$ cat src/cache_config.svh
`ifndef CACHE_CONFIG_SVH
`define CACHE_CONFIG_SVH

// cpu port widths
`define CACHE_ADDR_W 32
`define CACHE_DATA_W 32
`define CACHE_ID_W 4       // request id, echoed back on the response

// bank geometry
`define CACHE_NUM_BANKS 4    // must stay a power of two, bank bits come from the address
`define CACHE_BANK_LINES 64  // direct mapped lines per bank
`define CACHE_LINE_WORDS 4   // 32-bit words per line

// input queue depth per bank, router starts with this many credits
`define CACHE_BANK_CREDITS 2

`endif

$ cat src/cache_pkg.sv
`default_nettype none

`include "cache_config.svh"

package cache_pkg;

    // byte address split, lsb first: byte | word | bank | index | tag
    localparam int BYTE_W  = 2;
    localparam int WORD_W  = $clog2(`CACHE_LINE_WORDS);
    localparam int BANK_W  = $clog2(`CACHE_NUM_BANKS);
    localparam int INDEX_W = $clog2(`CACHE_BANK_LINES);
    localparam int TAG_W   = `CACHE_ADDR_W - INDEX_W - BANK_W - WORD_W - BYTE_W;

    localparam int WORD_LSB  = BYTE_W;
    localparam int BANK_LSB  = WORD_LSB + WORD_W;
    localparam int INDEX_LSB = BANK_LSB + BANK_W;
    localparam int TAG_LSB   = INDEX_LSB + INDEX_W;

    typedef enum logic {
        OP_READ,
        OP_WRITE
    } cache_op_e;

    typedef enum logic [2:0] {
        ST_IDLE,      // waiting on queue
        ST_LOOKUP,    // tag compare on the popped entry
        ST_MEM_REQ,   // asking the arbiter for memory
        ST_MEM_WAIT,  // granted, waiting for done
        ST_RESPOND    // holding rsp until the cpu takes it
    } bank_state_e;

    typedef struct packed {
        cache_op_e                op;
        logic [`CACHE_ADDR_W-1:0] addr;
        logic [`CACHE_DATA_W-1:0] wdata;
        logic [`CACHE_ID_W-1:0]   id;
    } cpu_req_t;

    typedef struct packed {
        logic [`CACHE_ID_W-1:0]   id;
        cache_op_e                op;
        logic [`CACHE_DATA_W-1:0] rdata;  // zero for writes
        logic                     hit;
    } cpu_rsp_t;

    typedef struct packed {
        logic                     we;
        logic [`CACHE_ADDR_W-1:0] addr;
        logic [`CACHE_DATA_W-1:0] wdata;
    } mem_req_t;

    typedef struct packed {
        logic [`CACHE_DATA_W-1:0] rdata;
    } mem_rsp_t;

endpackage

`default_nettype wire

$ cat src/bank_router.sv
`timescale 1ns/1ns
`default_nettype none

`include "cache_config.svh"

module bank_router
    import cache_pkg::*;
(
    input  logic                        clk,
    input  logic                        rst,
    input  logic                        cpu_req_valid,
    input  cpu_req_t                    cpu_req,
    output logic                        cpu_req_ready,
    output logic [`CACHE_NUM_BANKS-1:0] bank_req_valid,
    output cpu_req_t                    bank_req [`CACHE_NUM_BANKS],
    input  logic [`CACHE_NUM_BANKS-1:0] bank_credit_return
);

    localparam int NB    = `CACHE_NUM_BANKS;
    localparam int CNT_W = $clog2(`CACHE_BANK_CREDITS + 1);
    localparam logic [CNT_W-1:0] MAX_CREDITS = CNT_W'(`CACHE_BANK_CREDITS);

    logic [CNT_W-1:0]  credits [NB];  // free slots in each bank queue
    logic              loaded;        // low for the first cycle out of reset
    logic [BANK_W-1:0] sel;
    logic              fire;
    logic [NB-1:0]     spend;         // one-hot, bank taking a request this cycle

    assign sel = cpu_req.addr[BANK_LSB +: BANK_W];

    // ready only looks at the target bank, other banks may be full
    assign cpu_req_ready = loaded && (credits[sel] != '0);
    assign fire          = cpu_req_valid && cpu_req_ready;

    always_comb begin
        spend      = '0;
        spend[sel] = fire;
    end

    always_ff @(posedge clk) begin
        if (rst) begin
            loaded         <= 1'b0;
            bank_req_valid <= '0;
            for (int b = 0; b < NB; b++) begin
                credits[b] <= MAX_CREDITS;
            end
        end else begin
            loaded         <= 1'b1;
            bank_req_valid <= spend;  // lands in the bank queue next edge
            for (int b = 0; b < NB; b++) begin
                // spend and return together leave the count alone
                if (spend[b] && !bank_credit_return[b]) begin
                    if (credits[b] != '0)
                        credits[b] <= credits[b] - 1'b1;
                end else if (!spend[b] && bank_credit_return[b]) begin
                    if (credits[b] != MAX_CREDITS)
                        credits[b] <= credits[b] + 1'b1;
                end
            end
        end
    end

    // payload regs, only the selected bank copy is refreshed
    always_ff @(posedge clk) begin
        for (int b = 0; b < NB; b++) begin
            if (spend[b])
                bank_req[b] <= cpu_req;
        end
    end

    for (genvar b = 0; b < NB; b++) begin : g_credit_chk
        // counter never has to saturate, the bank must never return more than it got
        a_credit_range: assert property (@(posedge clk) disable iff (rst)
            !(spend[b] && !bank_credit_return[b] && credits[b] == '0) &&
            !(bank_credit_return[b] && !spend[b] && credits[b] == MAX_CREDITS));
    end

endmodule

`default_nettype wire

$ cat config.mk
export PLATFORM = sky130hd
export DESIGN_NAME = bank_router
export DESIGN_NICKNAME = d
export VERILOG_FILES = /design/src/cache_pkg.sv /design/src/bank_router.sv
export VERILOG_INCLUDE_DIRS = /design/src
export SDC_FILE = /design/constraint.sdc
export NUM_CORES = 1
export LEC_CHECK = 0
export ABC_AREA = 1
export BUFFER_PORTS_ARGS = -buffer_cell sky130_fd_sc_hd__buf_2
export CAP_MARGIN = 15
export CORE_UTILIZATION = 45
export DETAILED_ROUTE_END_ITERATION = 12
export PLACE_DENSITY = 0.82
export SETUP_SLACK_MARGIN = 0.15
export SLEW_MARGIN = 20
export SYNTH_ARGS = -nofsm -noshare
export SYNTH_HDL_FRONTEND = slang
export SYNTH_SLANG_ARGS = --single-unit
export TNS_END_PERCENT = 30
$ cat constraint.sdc
create_clock -name clk -period 3 [get_ports clk]
set_input_delay 0.45 -clock clk [delete_from_list [all_inputs] [get_ports clk]]
set_output_delay 0.45 -clock clk [all_outputs]
set_load 0.005 [all_outputs]
== Yosys cells after proc, flatten, opt, wreduce, memory -nomap -nowiden ==
Memories as Yosys holds them, arrays and structs flattened.
Cells that the tools add are included.

* Register bits: 281
* Memory bits (writable): 8
* Bits of input ports: 76
* Output and inout port bits: 281
* Word-level logic and storage cells: 115
* Memories: 1

* Add/sub/neg operators: 8
* Magnitude comparators: 2
* Eq/ne operators: 4
* Multiplexer cells: 49
* Bitwise logic cells: 9
* Reduce and logical (&&, ||, !) cells: 24

{| class="wikitable"
|+ Memory list
! name !! words !! width !! read ports !! clocked after memory_dff !! wr ports !! line !! text
|-
| credits || 4 || 2 || 5 || 0 || 4 || bank_router.sv:23 || <nowiki>logic [CNT_W-1:0] credits [NB];</nowiki>
|}

{| class="wikitable"
|+ Operator list
! kind !! count
|-
| 1-bit two-way mux || 40
|-
| 2-bit two-way mux || 8
|-
| 1-bit logical AND || 11
|-
| 2-bit nonzero test || 5
|-
| 2-bit by 1-bit adder with 2-bit output, second input constant || 4
|-
| 1-bit logical NOT || 8
|-
| 2-bit != test, second input constant || 4
|-
| 1-bit OR || 8
|-
| 2-bit by 1-bit subtractor with 2-bit output, second input constant || 4
|-
| 4-bit AND || 1
|-
| 2-bit by 3-bit less-than comparator with 1-bit output, second input constant || 1
|-
| 1-bit demux with 2-bit select || 1
|-
| 2-bit by 1-bit >= comparator with 1-bit output, second input constant || 1
|}

== Longest topological paths before layout ==
* Word-level depth: 12
* Gate-level depth with buffers: 11
* Depth with buffers taken out: 11

== Worst setup path after synthesis ==
Ideal clock, no wire load.

* Path type: input -> register
* Start: input cpu_req[41] (netlist name)
* End: register bank_req[0] (netlist name) (enable)
* Setup time: 0.423 ns
* Data arrival time: 2.346 ns
* Data required time: 2.577 ns
* Slack: 0.231 ns
* Stages on the path: 7
* Buffers on the path: 0
* Cells stage by stage: inv_2 > nand2_2 > nor2_2 > nor2_4 > nand2_4 > nand4_4 > inv_1

* Longest elaborated chain between the ends: 5
* Elaborated cells on any way between the ends: 10
* Those cells by class: 2 x order compare; 2 x mux; 1 x bitwise; 4 x reduce/logical; 1 x memory

{| class="wikitable"
|+ Ends and longest elaborated chain
! element !! line !! text
|-
| from (decl) || bank_router.sv:12 || <nowiki>input cpu_req_t cpu_req,</nowiki>
|-
| 2-bit by 3-bit less-than comparator with 1-bit output (implied by the code), or another cell as far along || bank_router.sv:37 || <nowiki>spend[sel] = fire;</nowiki>
|-
| 1-bit logical AND (implied by the code) / 2-bit nonzero test (equally long branches) || bank_router.sv:37, bank_router.sv:32 ||
|-
| 1-bit two-way mux (implied by the code) / 1-bit logical AND (equally long branches) || bank_router.sv:37, bank_router.sv:32 ||
|-
| 1-bit demux with 2-bit select / 1-bit logical AND (equally long branches) || bank_router.sv:37, bank_router.sv:33 ||
|-
| 4-bit AND (no source line) (*) || -- ||
|-
| named net spend[3] || bank_router.sv:27 || <nowiki>logic [NB-1:0] spend;</nowiki>
|-
| to (signal, indexed assignment) || bank_router.sv:67 || <nowiki>bank_req[b] <= cpu_req;</nowiki>
|-
| to (decl) || bank_router.sv:15 || <nowiki>output cpu_req_t bank_req [`CACHE_NUM_BANKS],</nowiki>
|}

Mark *: on every way through the listed nets, which the timed path passes. The rest lies on a longest branch.
A chain may end at the register's enable or synchronous reset.

==> results.json <==
{
  "status": "finished clean",
  "initial_core_util_pct": 45.8,
  "irDropWorstVdd_mv": 0.387,
  "synth_compound_area_share_pct": 0.663,
  "setup_viol": 0,
  "num_io_pins": 357,
  "yosysTopAreaCell": "edfxtp_1",
  "grt_start_max_net_pins": 71,
  "ys_top_cells_by_area": "edfxtp_1 (92%), dfxtp_1 (1.1%), nand2_1 (0.97%)",
  "hold_ws_ns": 0.145,
  "cts_tree": "yes",
  "synthMostInstantiatedCell": "edfxtp_1",
  "total_power_uw": 8070,
  "synth_mux_area_share_pct": 0,
  "hold_end": "bank_req[184]",
  "grt_first_pass_wirelength_mm": 28.2,
  "wl_per_cell_um": 17.8,
  "coreArea_mm2": 0.0202,
  "hold_class": "in2reg",
  "fin_skew_ns": 0.0139,
  "clk_path_buf_depth": 3,
  "gr-total-overflow": 0,
  "post-route-util_pct": 61.0,
  "finalSetupTns_ns": 0,
  "p_per_area_mw_per_mm2": 655,
  "synth-xor-area-share_pct": 0.0947,
  "timing.fmax_mhz": 476,
  "die_area_mm2": 0.0211,
  "ctsResizeCount": 0,
  "cts.clk_slew.worst_paths_ns": 0.06,
  "relSlewSlack_pct": 65.6,
  "rows": 52,
  "arrival_ns": 1.65,
  "synth_edf_count": 284,
  "gp_congestion": 0.788,
  "place.detailed.hpwl_mm": 12.9,
  "ys_ff_latch": 289,
  "worst_setup_path_end_kind": "primary output",
  "yosysUniqueCellTypes": 24,
  "holdPathStages": 1,
  "cts_hold_buffers": 0,
  "post_cts_buffers": 0,
  "yosysWarningCount": 0,
  "die_x_um": 145,
  "cts_buffers": 28,
  "netlist_area_mm2": 0.00924,
  "worst-r2r-cell-count": 9,
  "antenna_found_initial": 0,
  "worst_pin_slew_ns": 0.515,
  "drt_pass1_iterations": 4,
  "cp_max_fo": 4,
  "ant_nets": 0,
  "leakagePower_uw": 0.00485,
  "min_from": "cpu_req[46]",
  "fin_crit_sh_pct": 70.0,
  "rsz0062_at_grt": "false",
  "cts_sinks": 289,
  "die_y_um": 145,
  "synth-async-reset-ratio_pct": 0,
  "layout-drive-gt1-share_pct": 53.7,
  "drt_wl_total_mm": 19.1,
  "cap_violations": 0,
  "final_cell_area_mm2": 0.0123,
  "syn_avg_cell_area_um2": 23.5,
  "area_growth_pct": 33.1,
  "synth_ff_type": "edfxtp_1",
  "fin_nets": 864,
  "drt_iter0_markers": 263,
  "diodes": 0,
  "min_period_ns": 2.10,
  "ys_seq_area_share_pct": 93.3,
  "synth_commonest_cells": "edfxtp_1 (284), nand2_1 (24), inv_1 (21)",
  "grt_pass1_vias": 4938,
  "cts_root_buffer": "clkbuf_16",
  "final-hold-violation-count": 0,
  "io_buffers": 356,
  "required_ns": 2.55,
  "vias": 5006,
  "r2r_slack_ns": 0.93,
  "rr_startpoint": "credits[2][0]",
  "synth_top_family_by_area": "simple AND/OR/NAND/NOR gates",
  "synthAdderAreaFrac_pct": 0.271,
  "drv_slew": 0,
  "remaining_drc_errors": 0,
  "clkLatencyLatePin_ns": 0.52,
  "synthSimpleGateAreaFrac_pct": 4.57,
  "path_class": "reg2out",
  "syn-num-nets": 472,
  "htree_levels": 1,
  "avgViaCountPerCell": 4.67,
  "grt_usage_pct": 17.6,
  "start_kind": "register",
  "synth_top_area_share_pct": 92.3,
  "r2r_end": "credits[2][1]",
  "syn_inst": 394,
  "placed_area_mm2": 0.0114
}
==> flip-flops by register name, indices dropped and copies added, names as in the netlist <==
register and cells:
bank_req 276, bank_req_valid 4, credits 8, loaded 1
==> how the worst max path moves through the flow <==
| stage | from | endpoint | slack (ns) | depth (start not counted) |
|---|---|---|---|---|
| after floorplan | cpu_req[41] | bank_req[0] | 0.23 | 7 |
| after global placement | cpu_req[41] | credits[2][0] | 0.72 | 11 |
| after detailed placement | cpu_req[41] | credits[2][1] | 0.66 | 11 |
| after CTS | credits[2][0] | cpu_req_ready | 0.87 | 5 |
| after global routing | credits[2][0] | credits[2][1] | 0.76 | 9 |
| final | credits[2][0] | cpu_req_ready | 0.90 | 5 |
==> through the flow <==
| stage | setup WS (ns) | cells |
|---|---|---|
| 2_1_floorplan | 0.231 | 394 |
| 3_3_place_gp | 0.724 | 1026 |
| 3_5_place_dp | 0.657 | 1026 |
| 4_1_cts | 0.868 | 1073 |
| 5_1_grt | 0.765 | 1073 |
| 6_report | 0.899 | 1073 |
==> critical path, cell delays in order (launching register included) <==
cell and delay, ns:
edfxtp_1 0.46, nor2_1 0.20, nor2_2 0.07, nor2_2 0.14, a21boi_0 0.12, buf_2 0.14
==> cell families after synthesis <==
group,count (synthesis)
buffers and inverters,25
AND/OR/NAND/NOR,69
XOR/XNOR,1
AO/OA/AOI/OAI,8
flip-flops,289
adder cells (fa/ha/maj),2
==> cell type report <==
cell class / instances / area [um2]
multi-input cells: 80 / 518
well taps: 270 / 338
clock inverters: 13 / 116
fillers: 1467 / 7860
clock buffers: 34 / 744
inverters: 24 / 90.1
repair buffers: 363 / 1870
flip-flops and latches: 289 / 8630
==> report_power, final <==
group          internal [uW]  total (uW)  switching [uW]  leakage, uW
Sequential              4510        4530            21.7      0.00261
Clock                   1920        3260            1340     0.000421
Combinational           97.9         271             174      0.00182
==> routing by layer <==
metal  GRT usage, %  part of all wire, %  wire [um]  up-vias
li1               -                    -          -     2289
met4           5.74                  2.2        413        0
met3           3.40                  6.8       1300       38
met2           31.8                   53      10100      248
met5              0                    0          0        -
met1           21.3                   38       7310     2431
==> cell usage in the layout (no fill, tap or decap), drive strengths merged <==
master  synthesis  final
a21boi          1      1
nand3          11     11
o21ai           1      1
nand4           4      4
inv            24     25
dfxtp           5      5
nand3b          1      1
nor2           22     22
edfxtp        284    284
ha              2      2
a21oi           3      3
bufinv          0      2
or2             1      1
buf             1    363
clkbuf          0     34
xor2            1      1
nand2          30     30
clkinv          0     10
a211oi          3      3
Note: power is estimated with default switching activity, not from simulation.
