**config.mk**
```make
export PLATFORM = sky130hd
export DESIGN_NAME = bank_arbiter
export DESIGN_NICKNAME = d
export VERILOG_FILES = /design/src/cache_pkg.sv /design/src/bank_arbiter.sv
export VERILOG_INCLUDE_DIRS = /design/src
export SDC_FILE = /design/constraint.sdc
export NUM_CORES = 1
export LEC_CHECK = 0
export ABC_AREA = 1
export CAP_MARGIN = 20
export CELL_PAD_IN_SITES_DETAIL_PLACEMENT = 0
export CELL_PAD_IN_SITES_GLOBAL_PLACEMENT = 1
export CORE_AREA = 3 3 237 239
export DETAILED_ROUTE_END_ITERATION = 16
export DIE_AREA = 0 0 240 242
export DONT_BUFFER_PORTS = 1
export PLACE_DENSITY_LB_ADDON = 0.1
export SYNTH_ARGS = -nofsm -noshare
export SYNTH_HDL_FRONTEND = slang
export SYNTH_SLANG_ARGS = --single-unit
```
**constraint.sdc**
```tcl
create_clock -name clk -period 3.6 [get_ports clk]
set_input_delay 0.36 -clock clk [delete_from_list [all_inputs] [get_ports clk]]
set_output_delay 0.36 -clock clk [all_outputs]
set_load 0.005 [all_outputs]
```
**src/cache_config.svh**
```systemverilog
`ifndef CACHE_CONFIG_SVH
`define CACHE_CONFIG_SVH

// cpu port widths
`define CACHE_ADDR_W 32
`define CACHE_DATA_W 32
`define CACHE_ID_W 4       // request id, echoed back on the response

// bank geometry
`define CACHE_NUM_BANKS 4    // must stay a power of two, bank bits come from the address
`define CACHE_BANK_LINES 64  // direct mapped lines per bank
`define CACHE_LINE_WORDS 4   // 32-bit words per line

// input queue depth per bank, router starts with this many credits
`define CACHE_BANK_CREDITS 2

`endif

```
**src/cache_pkg.sv**
```systemverilog
`default_nettype none

`include "cache_config.svh"

package cache_pkg;

    // byte address split, lsb first: byte | word | bank | index | tag
    localparam int BYTE_W  = 2;
    localparam int WORD_W  = $clog2(`CACHE_LINE_WORDS);
    localparam int BANK_W  = $clog2(`CACHE_NUM_BANKS);
    localparam int INDEX_W = $clog2(`CACHE_BANK_LINES);
    localparam int TAG_W   = `CACHE_ADDR_W - INDEX_W - BANK_W - WORD_W - BYTE_W;

    localparam int WORD_LSB  = BYTE_W;
    localparam int BANK_LSB  = WORD_LSB + WORD_W;
    localparam int INDEX_LSB = BANK_LSB + BANK_W;
    localparam int TAG_LSB   = INDEX_LSB + INDEX_W;

    typedef enum logic {
        OP_READ,
        OP_WRITE
    } cache_op_e;

    typedef enum logic [2:0] {
        ST_IDLE,      // waiting on queue
        ST_LOOKUP,    // tag compare on the popped entry
        ST_MEM_REQ,   // asking the arbiter for memory
        ST_MEM_WAIT,  // granted, waiting for done
        ST_RESPOND    // holding rsp until the cpu takes it
    } bank_state_e;

    typedef struct packed {
        cache_op_e                op;
        logic [`CACHE_ADDR_W-1:0] addr;
        logic [`CACHE_DATA_W-1:0] wdata;
        logic [`CACHE_ID_W-1:0]   id;
    } cpu_req_t;

    typedef struct packed {
        logic [`CACHE_ID_W-1:0]   id;
        cache_op_e                op;
        logic [`CACHE_DATA_W-1:0] rdata;  // zero for writes
        logic                     hit;
    } cpu_rsp_t;

    typedef struct packed {
        logic                     we;
        logic [`CACHE_ADDR_W-1:0] addr;
        logic [`CACHE_DATA_W-1:0] wdata;
    } mem_req_t;

    typedef struct packed {
        logic [`CACHE_DATA_W-1:0] rdata;
    } mem_rsp_t;

endpackage

`default_nettype wire

```
**src/bank_arbiter.sv**
```systemverilog
`timescale 1ns/1ns
`default_nettype none

`include "cache_config.svh"

module bank_arbiter
    import cache_pkg::*;
(
    input  logic                        clk,
    input  logic                        rst,
    input  logic [`CACHE_NUM_BANKS-1:0] bank_mem_valid,
    input  mem_req_t                    bank_mem_req [`CACHE_NUM_BANKS],
    output logic [`CACHE_NUM_BANKS-1:0] bank_mem_grant,
    output logic [`CACHE_NUM_BANKS-1:0] bank_mem_done,
    output mem_rsp_t                    mem_rsp_out,
    output logic                        mem_req_valid,
    output mem_req_t                    mem_req,
    input  logic                        mem_req_ready,
    input  logic                        mem_rsp_valid,
    input  mem_rsp_t                    mem_rsp,
    input  logic [`CACHE_NUM_BANKS-1:0] bank_rsp_valid,
    input  cpu_rsp_t                    bank_rsp [`CACHE_NUM_BANKS],
    output logic [`CACHE_NUM_BANKS-1:0] bank_rsp_grant,
    output logic                        cpu_rsp_valid,
    output cpu_rsp_t                    cpu_rsp,
    input  logic                        cpu_rsp_ready
);

    localparam int NB = `CACHE_NUM_BANKS;

    logic              mem_busy;   // a transaction is in flight, issue or wait
    logic              mem_issue;  // still presenting it to memory
    logic [BANK_W-1:0] mem_ptr;    // last winner, also the owner of the open transaction
    logic [BANK_W-1:0] mem_pick;
    mem_req_t          mem_req_q;

    logic              rsp_busy;
    logic [BANK_W-1:0] rsp_ptr;  // last winner, its rsp is what the cpu sees
    logic [BANK_W-1:0] rsp_pick;

    // first requester after last, wraps round
    function automatic logic [BANK_W-1:0] rr_pick(input logic [NB-1:0] req,
                                                  input logic [BANK_W-1:0] last);
        logic [BANK_W-1:0] idx;
        rr_pick = last;
        for (int k = NB; k >= 1; k--) begin
            idx = last + k[BANK_W-1:0];
            if (req[idx])
                rr_pick = idx;  // smaller k wins, so the bank right after last
        end
    endfunction

    assign mem_pick = rr_pick(bank_mem_valid, mem_ptr);
    assign rsp_pick = rr_pick(bank_rsp_valid, rsp_ptr);

    always_ff @(posedge clk) begin
        if (rst) begin
            mem_busy       <= 1'b0;
            mem_issue      <= 1'b0;
            mem_ptr        <= '0;
            bank_mem_grant <= '0;
        end else begin
            bank_mem_grant <= '0;  // grant is a one-cycle pulse
            if (!mem_busy && (bank_mem_valid != '0)) begin
                mem_busy                 <= 1'b1;
                mem_issue                <= 1'b1;
                mem_ptr                  <= mem_pick;
                bank_mem_grant[mem_pick] <= 1'b1;
            end else begin
                if (mem_issue && mem_req_ready)
                    mem_issue <= 1'b0;
                if (mem_rsp_valid)
                    mem_busy <= 1'b0;
            end
        end
    end

    always_ff @(posedge clk) begin
        if (!mem_busy)
            mem_req_q <= bank_mem_req[mem_pick];  // captured with the grant
    end

    assign mem_req_valid = mem_issue;
    assign mem_req       = mem_req_q;
    assign mem_rsp_out   = mem_rsp;  // broadcast, done picks the owner

    always_comb begin
        bank_mem_done          = '0;
        bank_mem_done[mem_ptr] = mem_rsp_valid;
    end

    always_ff @(posedge clk) begin
        if (rst) begin
            rsp_busy <= 1'b0;
            rsp_ptr  <= '0;
        end else if (!rsp_busy && (bank_rsp_valid != '0)) begin
            rsp_busy <= 1'b1;
            rsp_ptr  <= rsp_pick;
        end else if (rsp_busy && cpu_rsp_ready) begin
            rsp_busy <= 1'b0;
        end
    end

    // granted bank holds its registered rsp, so this path stays a mux
    assign cpu_rsp_valid = rsp_busy;
    assign cpu_rsp       = bank_rsp[rsp_ptr];

    always_comb begin
        bank_rsp_grant          = '0;
        bank_rsp_grant[rsp_ptr] = rsp_busy && cpu_rsp_ready;
    end

    // one outstanding only, memory answers after the request was taken
    a_rsp_when_busy: assert property (@(posedge clk) disable iff (rst)
        mem_rsp_valid |-> (mem_busy && !mem_issue));

endmodule

`default_nettype wire

```
Word level (Yosys, flattened, before mapping)
Index checks and enable logic that the tools add are counted.
{"block": "op_classes", "addsub": 6, "n_lt_le_gt_ge": 14, "mux": 36, "bitwise_logic": 5, "n_reduce_logical": 17}
{"cell": "$bmux 65 s2", "count": 1}
{"cell": "$mux 65", "count": 2}
{"cell": "$bmux 38 s2", "count": 1}
{"cell": "$mux 38", "count": 2}
{"cell": "$lt 2x3->1 const B", "count": 9}
{"cell": "$mux 1", "count": 15}
{"cell": "$bmux 1 s2", "count": 6}
{"cell": "$mux 2", "count": 6}
{"cell": "$add 2x2->2 const B", "count": 4}
{"cell": "$and 4x4->4", "count": 2}
{"cell": "$reduce_bool 4->1", "count": 2}
{"cell": "$logic_and 1x1->1", "count": 7}
{"cell": "$demux 1 s2", "count": 3}
{"cell": "$ge 2x1->1 const B", "count": 3}
{"cell": "$ge 3x3->1 const B", "count": 2}
{"cell": "$not 2->3", "count": 2}
{"cell": "$reduce_bool 2->1", "count": 3}
{"cell": "$add 2x1->2 const B", "count": 2}
{"cell": "$reduce_bool 3->1", "count": 1}
{"cell": "$logic_not 1->1", "count": 2}
{"cell": "$reduce_and 2->1", "count": 1}
{"cell": "$reduce_or 2->1", "count": 1}
{"cell": "$not 1->1", "count": 1}
{"block": "word_totals", "reg_bits": 76, "input_bits": 457, "out_inout_bits": 149, "word_cells": 87}

Logic depth before layout (Yosys ltp)
{"block": "depth", "word_depth": 10, "ltp_mapped": 16, "mapped_depth_nobuf": 13}

Least setup slack after synthesis
OpenSTA, ideal clock, no wires.
{"block": "synth_path", "path_type": "reg2reg", "from": "reg mem_ptr[0]", "to": "reg mem_req_q (netlist bit mem_req[10]) (data pin)", "setup_ps": 252, "t_arrival_ps": 1752, "t_required_ps": 3348, "slack_ps": 1596, "path_stages_with_launch": 16, "n_path_buf": 3, "synth_period_minus_slack_ps": 2004, "cell_sequence": "dfxtp_1 -> buf_6 -> inv_2 -> ha_1 -> inv_1 -> nand2_1 -> nand2_1 -> nand2_2 -> nand2_1 -> nand2_2 -> buf_4 -> buf_2 -> nand3_1 -> nand2_1 -> nand2_1 -> nand2_1"}
{"block": "synth_via", "elab_chain_len": 10, "word_cells_on_any_way": 16, "cone_classes": "add/sub (3); mux (12); bitwise (1)"}
{"element": "start: declaration", "line_no": "bank_arbiter.sv:33", "text": "logic [BANK_W-1:0] mem_ptr;"}
{"element": "start signal: assignment", "line_no": "bank_arbiter.sv:67", "text": "mem_ptr <= mem_pick;"}
{"element": "$add 2x2->2", "line_no": "bank_arbiter.sv:47", "text": "idx = last + k[BANK_W-1:0];"}
{"element": "$bmux 1 s2", "line_no": "bank_arbiter.sv:48", "text": "if (req[idx])"}
{"element": "$mux 1 (not written as such)", "line_no": "bank_arbiter.sv:48"}
{"element": "$mux 2 (2 in a row)", "line_no": "bank_arbiter.sv:48"}
{"element": "$mux 2 (*)", "line_no": "bank_arbiter.sv:48"}
{"element": "$not 2->3 (not written as such) (*)", "line_no": "bank_arbiter.sv:80", "text": "mem_req_q <= bank_mem_req[mem_pick];"}
{"element": "$bmux 65 s2 (*)", "line_no": "bank_arbiter.sv:80"}
{"element": "$mux 65 (not written as such) (*) (2 in a row)", "line_no": "bank_arbiter.sv:80"}
{"element": "end signal: assignment", "line_no": "bank_arbiter.sv:80"}
{"element": "end: declaration", "line_no": "bank_arbiter.sv:35", "text": "mem_req_t mem_req_q;"}
Mark *: on every way between the ends. The rest lies on a longest branch, timed or not. The select of a mux whose other input is x is not followed.
A chain may end at the register's enable or synchronous reset.

Worst setup path after layout
{"block": "layout_path", "from": "reg mem_ptr[0]", "to": "reg mem_req_q (netlist bit mem_req[48]) (data pin)"}
The elaborated chain is that of the path after synthesis.

==> impl_metrics.yaml <==
yosys:
  ys_warn_count: 0
  synth_area_um2: 6700
  synth_xor_area_share_pct: 0
  ys_types: 27
  synth_top_family_by_area: "simple AND/OR/NAND/NOR gates"
  muxShareOfSynthArea_pct: 0
  syn_nets: 1551
  synth_area_leaders: "edfxtp_1 29%, nand2_1 27%, nand3_1 10%, o21ai_0 6.1%, nor2_1 4.9%"
  synth_compound_area_share_pct: 10.9
  yosysTopAreaCell: "edfxtp_1"
  yosysSeqAreaShare_pct: 32.4
  synthCells: 1086
  synth_fa_ha_area_share_pct: 1.49
  syn_area_per_cell_um2: 6.17
  synth_top_area_share_pct: 29.1
  ys_ff_latch: 76
  synthSimpleGateAreaFrac_pct: 43.4
detailed_routing:
  avgViaCountPerCell: 4.05
  wl_met3_um: 3540
  num_vias: 6900
  drtIter0Drc: 251
  firstDrtPassIters: 4
  postRouteAntennaNets: 0
  post_drt_wl_per_cell_um: 21.9
  drc: 0
  routed.top_layer: "met5"
  finalWirelength_um: 37200
  drt-met1-wl_um: 13900
  wl_met2_um: 19200
cts:
  cts_tree: "yes"
  ctsRootBufferMaster: "clkbuf_16"
  cts.sinks: 76
  hold_buffers: 0
  post_cts_buffers: 0
  clock_latency_ns: 0.38
  path_clk_slew_ns: 0.07
  cts_resized: 0
  clk_path_buf_depth: 2
  htree_levels: 3
  cts_buffers: 9
layout:
  nets: 1465
  layout-drive-gt1-share_pct: 4.68
  final_cell_area_um2: 7430
  fin_util_pct: 13.8
  syn_to_final_growth_pct: 11.0
floorplan:
  start_util_pct: 12.4
  core_um2: 54000
  dieArea_um2: 58100
  ios: 606
  dieHeight_um: 242
  rows: 85
  die_x_um: 240
sta:
  slew_viol_final: 0
  fmax_mhz: 373
  finalSetupViolCount: 0
  worstMarginPinSlew_ns: 0.853
  period_minus_slack_ns: 2.68
  fin_setup_tns_ns: 0
  hold_viol_final: 0
  slew_headroom_pct: 43.1
  grt_setup_unrepaired: "false"
  period_share_pct: 74.5
  hold_slack_ns: 0.0754
  finalClockSkew_ns: 0.0135
global_route:
  grt_usage_pct: 12.0
  grt_pass1_vias: 7151
  grt_first_pass_wirelength_um: 50600
  grt_remaining_overflow: 0
  antenna_found_initial: 3
  grt_start_max_net_pins: 131
critical_path:
  critPathRequiredTime_ns: 3.85
  path_max_fanout: 130
  arrival_ns: 2.93
  startpoint_type: "flop"
  worst-setup-path-type: "reg2reg"
  end_kind: "flop"
power_and_ir_drop:
  vdd_drop_max_mv: 0.773
  clock_power_share_pct: 14.4
  power.total_mw: 7.34
  p_leak_nw: 3.40
  switching_share_pct: 53.4
  p_seq_share_pct: 26.7
  combPwrFrac_pct: 58.9
  internal_power_mw: 3.42
  power_density_nw_per_um2: 987
  switchingPower_mw: 3.92
status:
  status: "completed"
place:
  dpl_cell_area_um2: 7110
  io_buffer_count: 0
  place_congestion: 0.752
  hpwl_um: 28400
hold_path:
  min_path_type: "in2reg"
run:
  drv_cap: 0
==> state kept, by name (all words and copies together), names as in the netlist <==
name / flops
cpu_rsp_valid: 1
bank_mem_grant: 4
mem_busy: 1
mem_ptr: 2
rsp_ptr: 2
mem_req: 65
mem_req_valid: 1
==> worst max-delay path, stage by stage (launching register included) <==
cell and delay (ns):
dfxtp_1 0.31, buf_4 0.17, inv_2 0.09, ha_1 0.34, inv_1 0.07, nand2_1 0.09, nand2_1 0.07, inv_2 0.08
nand2_1 0.09, nand2_4 0.09, buf_12 0.36, nand3_1 0.25, nand2_1 0.14, nand2_1 0.05, nand2_1 0.09
==> kinds of logic after synthesis <==
family | after synthesis
simple gates | 720
buf+inv | 150
compound gates | 132
flops | 76
fa+ha+maj | 8
==> Yosys cell counts, drive strengths merged <==
| library cell | instances |
|---|---|
| o22ai | 38 |
| dfxtp | 11 |
| nor2 | 87 |
| a21oi | 5 |
| o211ai | 2 |
| ha | 8 |
| edfxtp | 65 |
| o31ai | 2 |
| nand3 | 135 |
| a31oi | 1 |
| nand2 | 491 |
| buf | 86 |
| nand4 | 1 |
| o21ai | 84 |
| inv | 36 |
| nor3 | 6 |
| clkbuf | 28 |
==> placed cells by master, fill, tap and decap left out, types with 2 or more instances in the layout <==
cell,count
a21oi_1,5
o22ai_1,38
nand2_1,488
inv_2,6
nand2_4,2
dfxtp_1,10
diode_2,2
clkbuf_16,9
edfxtp_1,65
bufinv_16,2
buf_4,13
clkinv_2,2
inv_1,29
nor2_1,87
ha_1,8
o21ai_0,81
o31ai_1,2
clkinvlp_4,2
o211ai_1,2
o21ai_1,2
buf_12,4
nor3_1,5
nand3_1,134
==> worst paths after layout <==
check / startpoint / end / slack (ns) / cells after the start
setup / recovery: mem_ptr[0] / mem_req[48] / 0.92 / 14
hold / removal: rst / mem_busy / 0.08 / 1
setup reg to reg: mem_ptr[0] / mem_req[48] / 0.92 / 14
hold reg to reg: mem_req_valid / mem_req_valid / 0.51 / 2
==> through the flow <==
stage	instances	worst slack, ns
after floorplan	1086	1.60
after global placement	1685	0.909
after detailed placement	1685	0.892
after CTS	1700	0.881
after global routing	1701	0.670
final	1702	0.918
==> routing by layer <==
metal	vias up	GRT usage, %
met2	338	22.2
met1	3194	12.5
met4	4	3.04
met3	32	4.91
met5	-	0
li1	3332	-
==> power by group through the flow <==
stage,Sequential [mW],Combinational (mW),Clock (mW)
2_1_floorplan,1.79,3.25,0
3_3_place_gp,2.04,4.54,0
3_5_place_dp,2.01,4.51,0
4_1_cts,2.00,4.53,1.13
5_1_grt,2.01,5.00,1.16
6_report,1.96,4.32,1.06
==> cell type report <==
class                      count  area (um^2)
antenna                        2         5.00
clock buffer                   9          225
clock inverter                 6         88.8
fill                        6396        46600
inverter                      36          136
multi-input combinational    860         3750
sequential                    76         2170
tap                          696          871
timing repair buffer          17          178
Note: power is estimated with default switching activity, not from simulation.
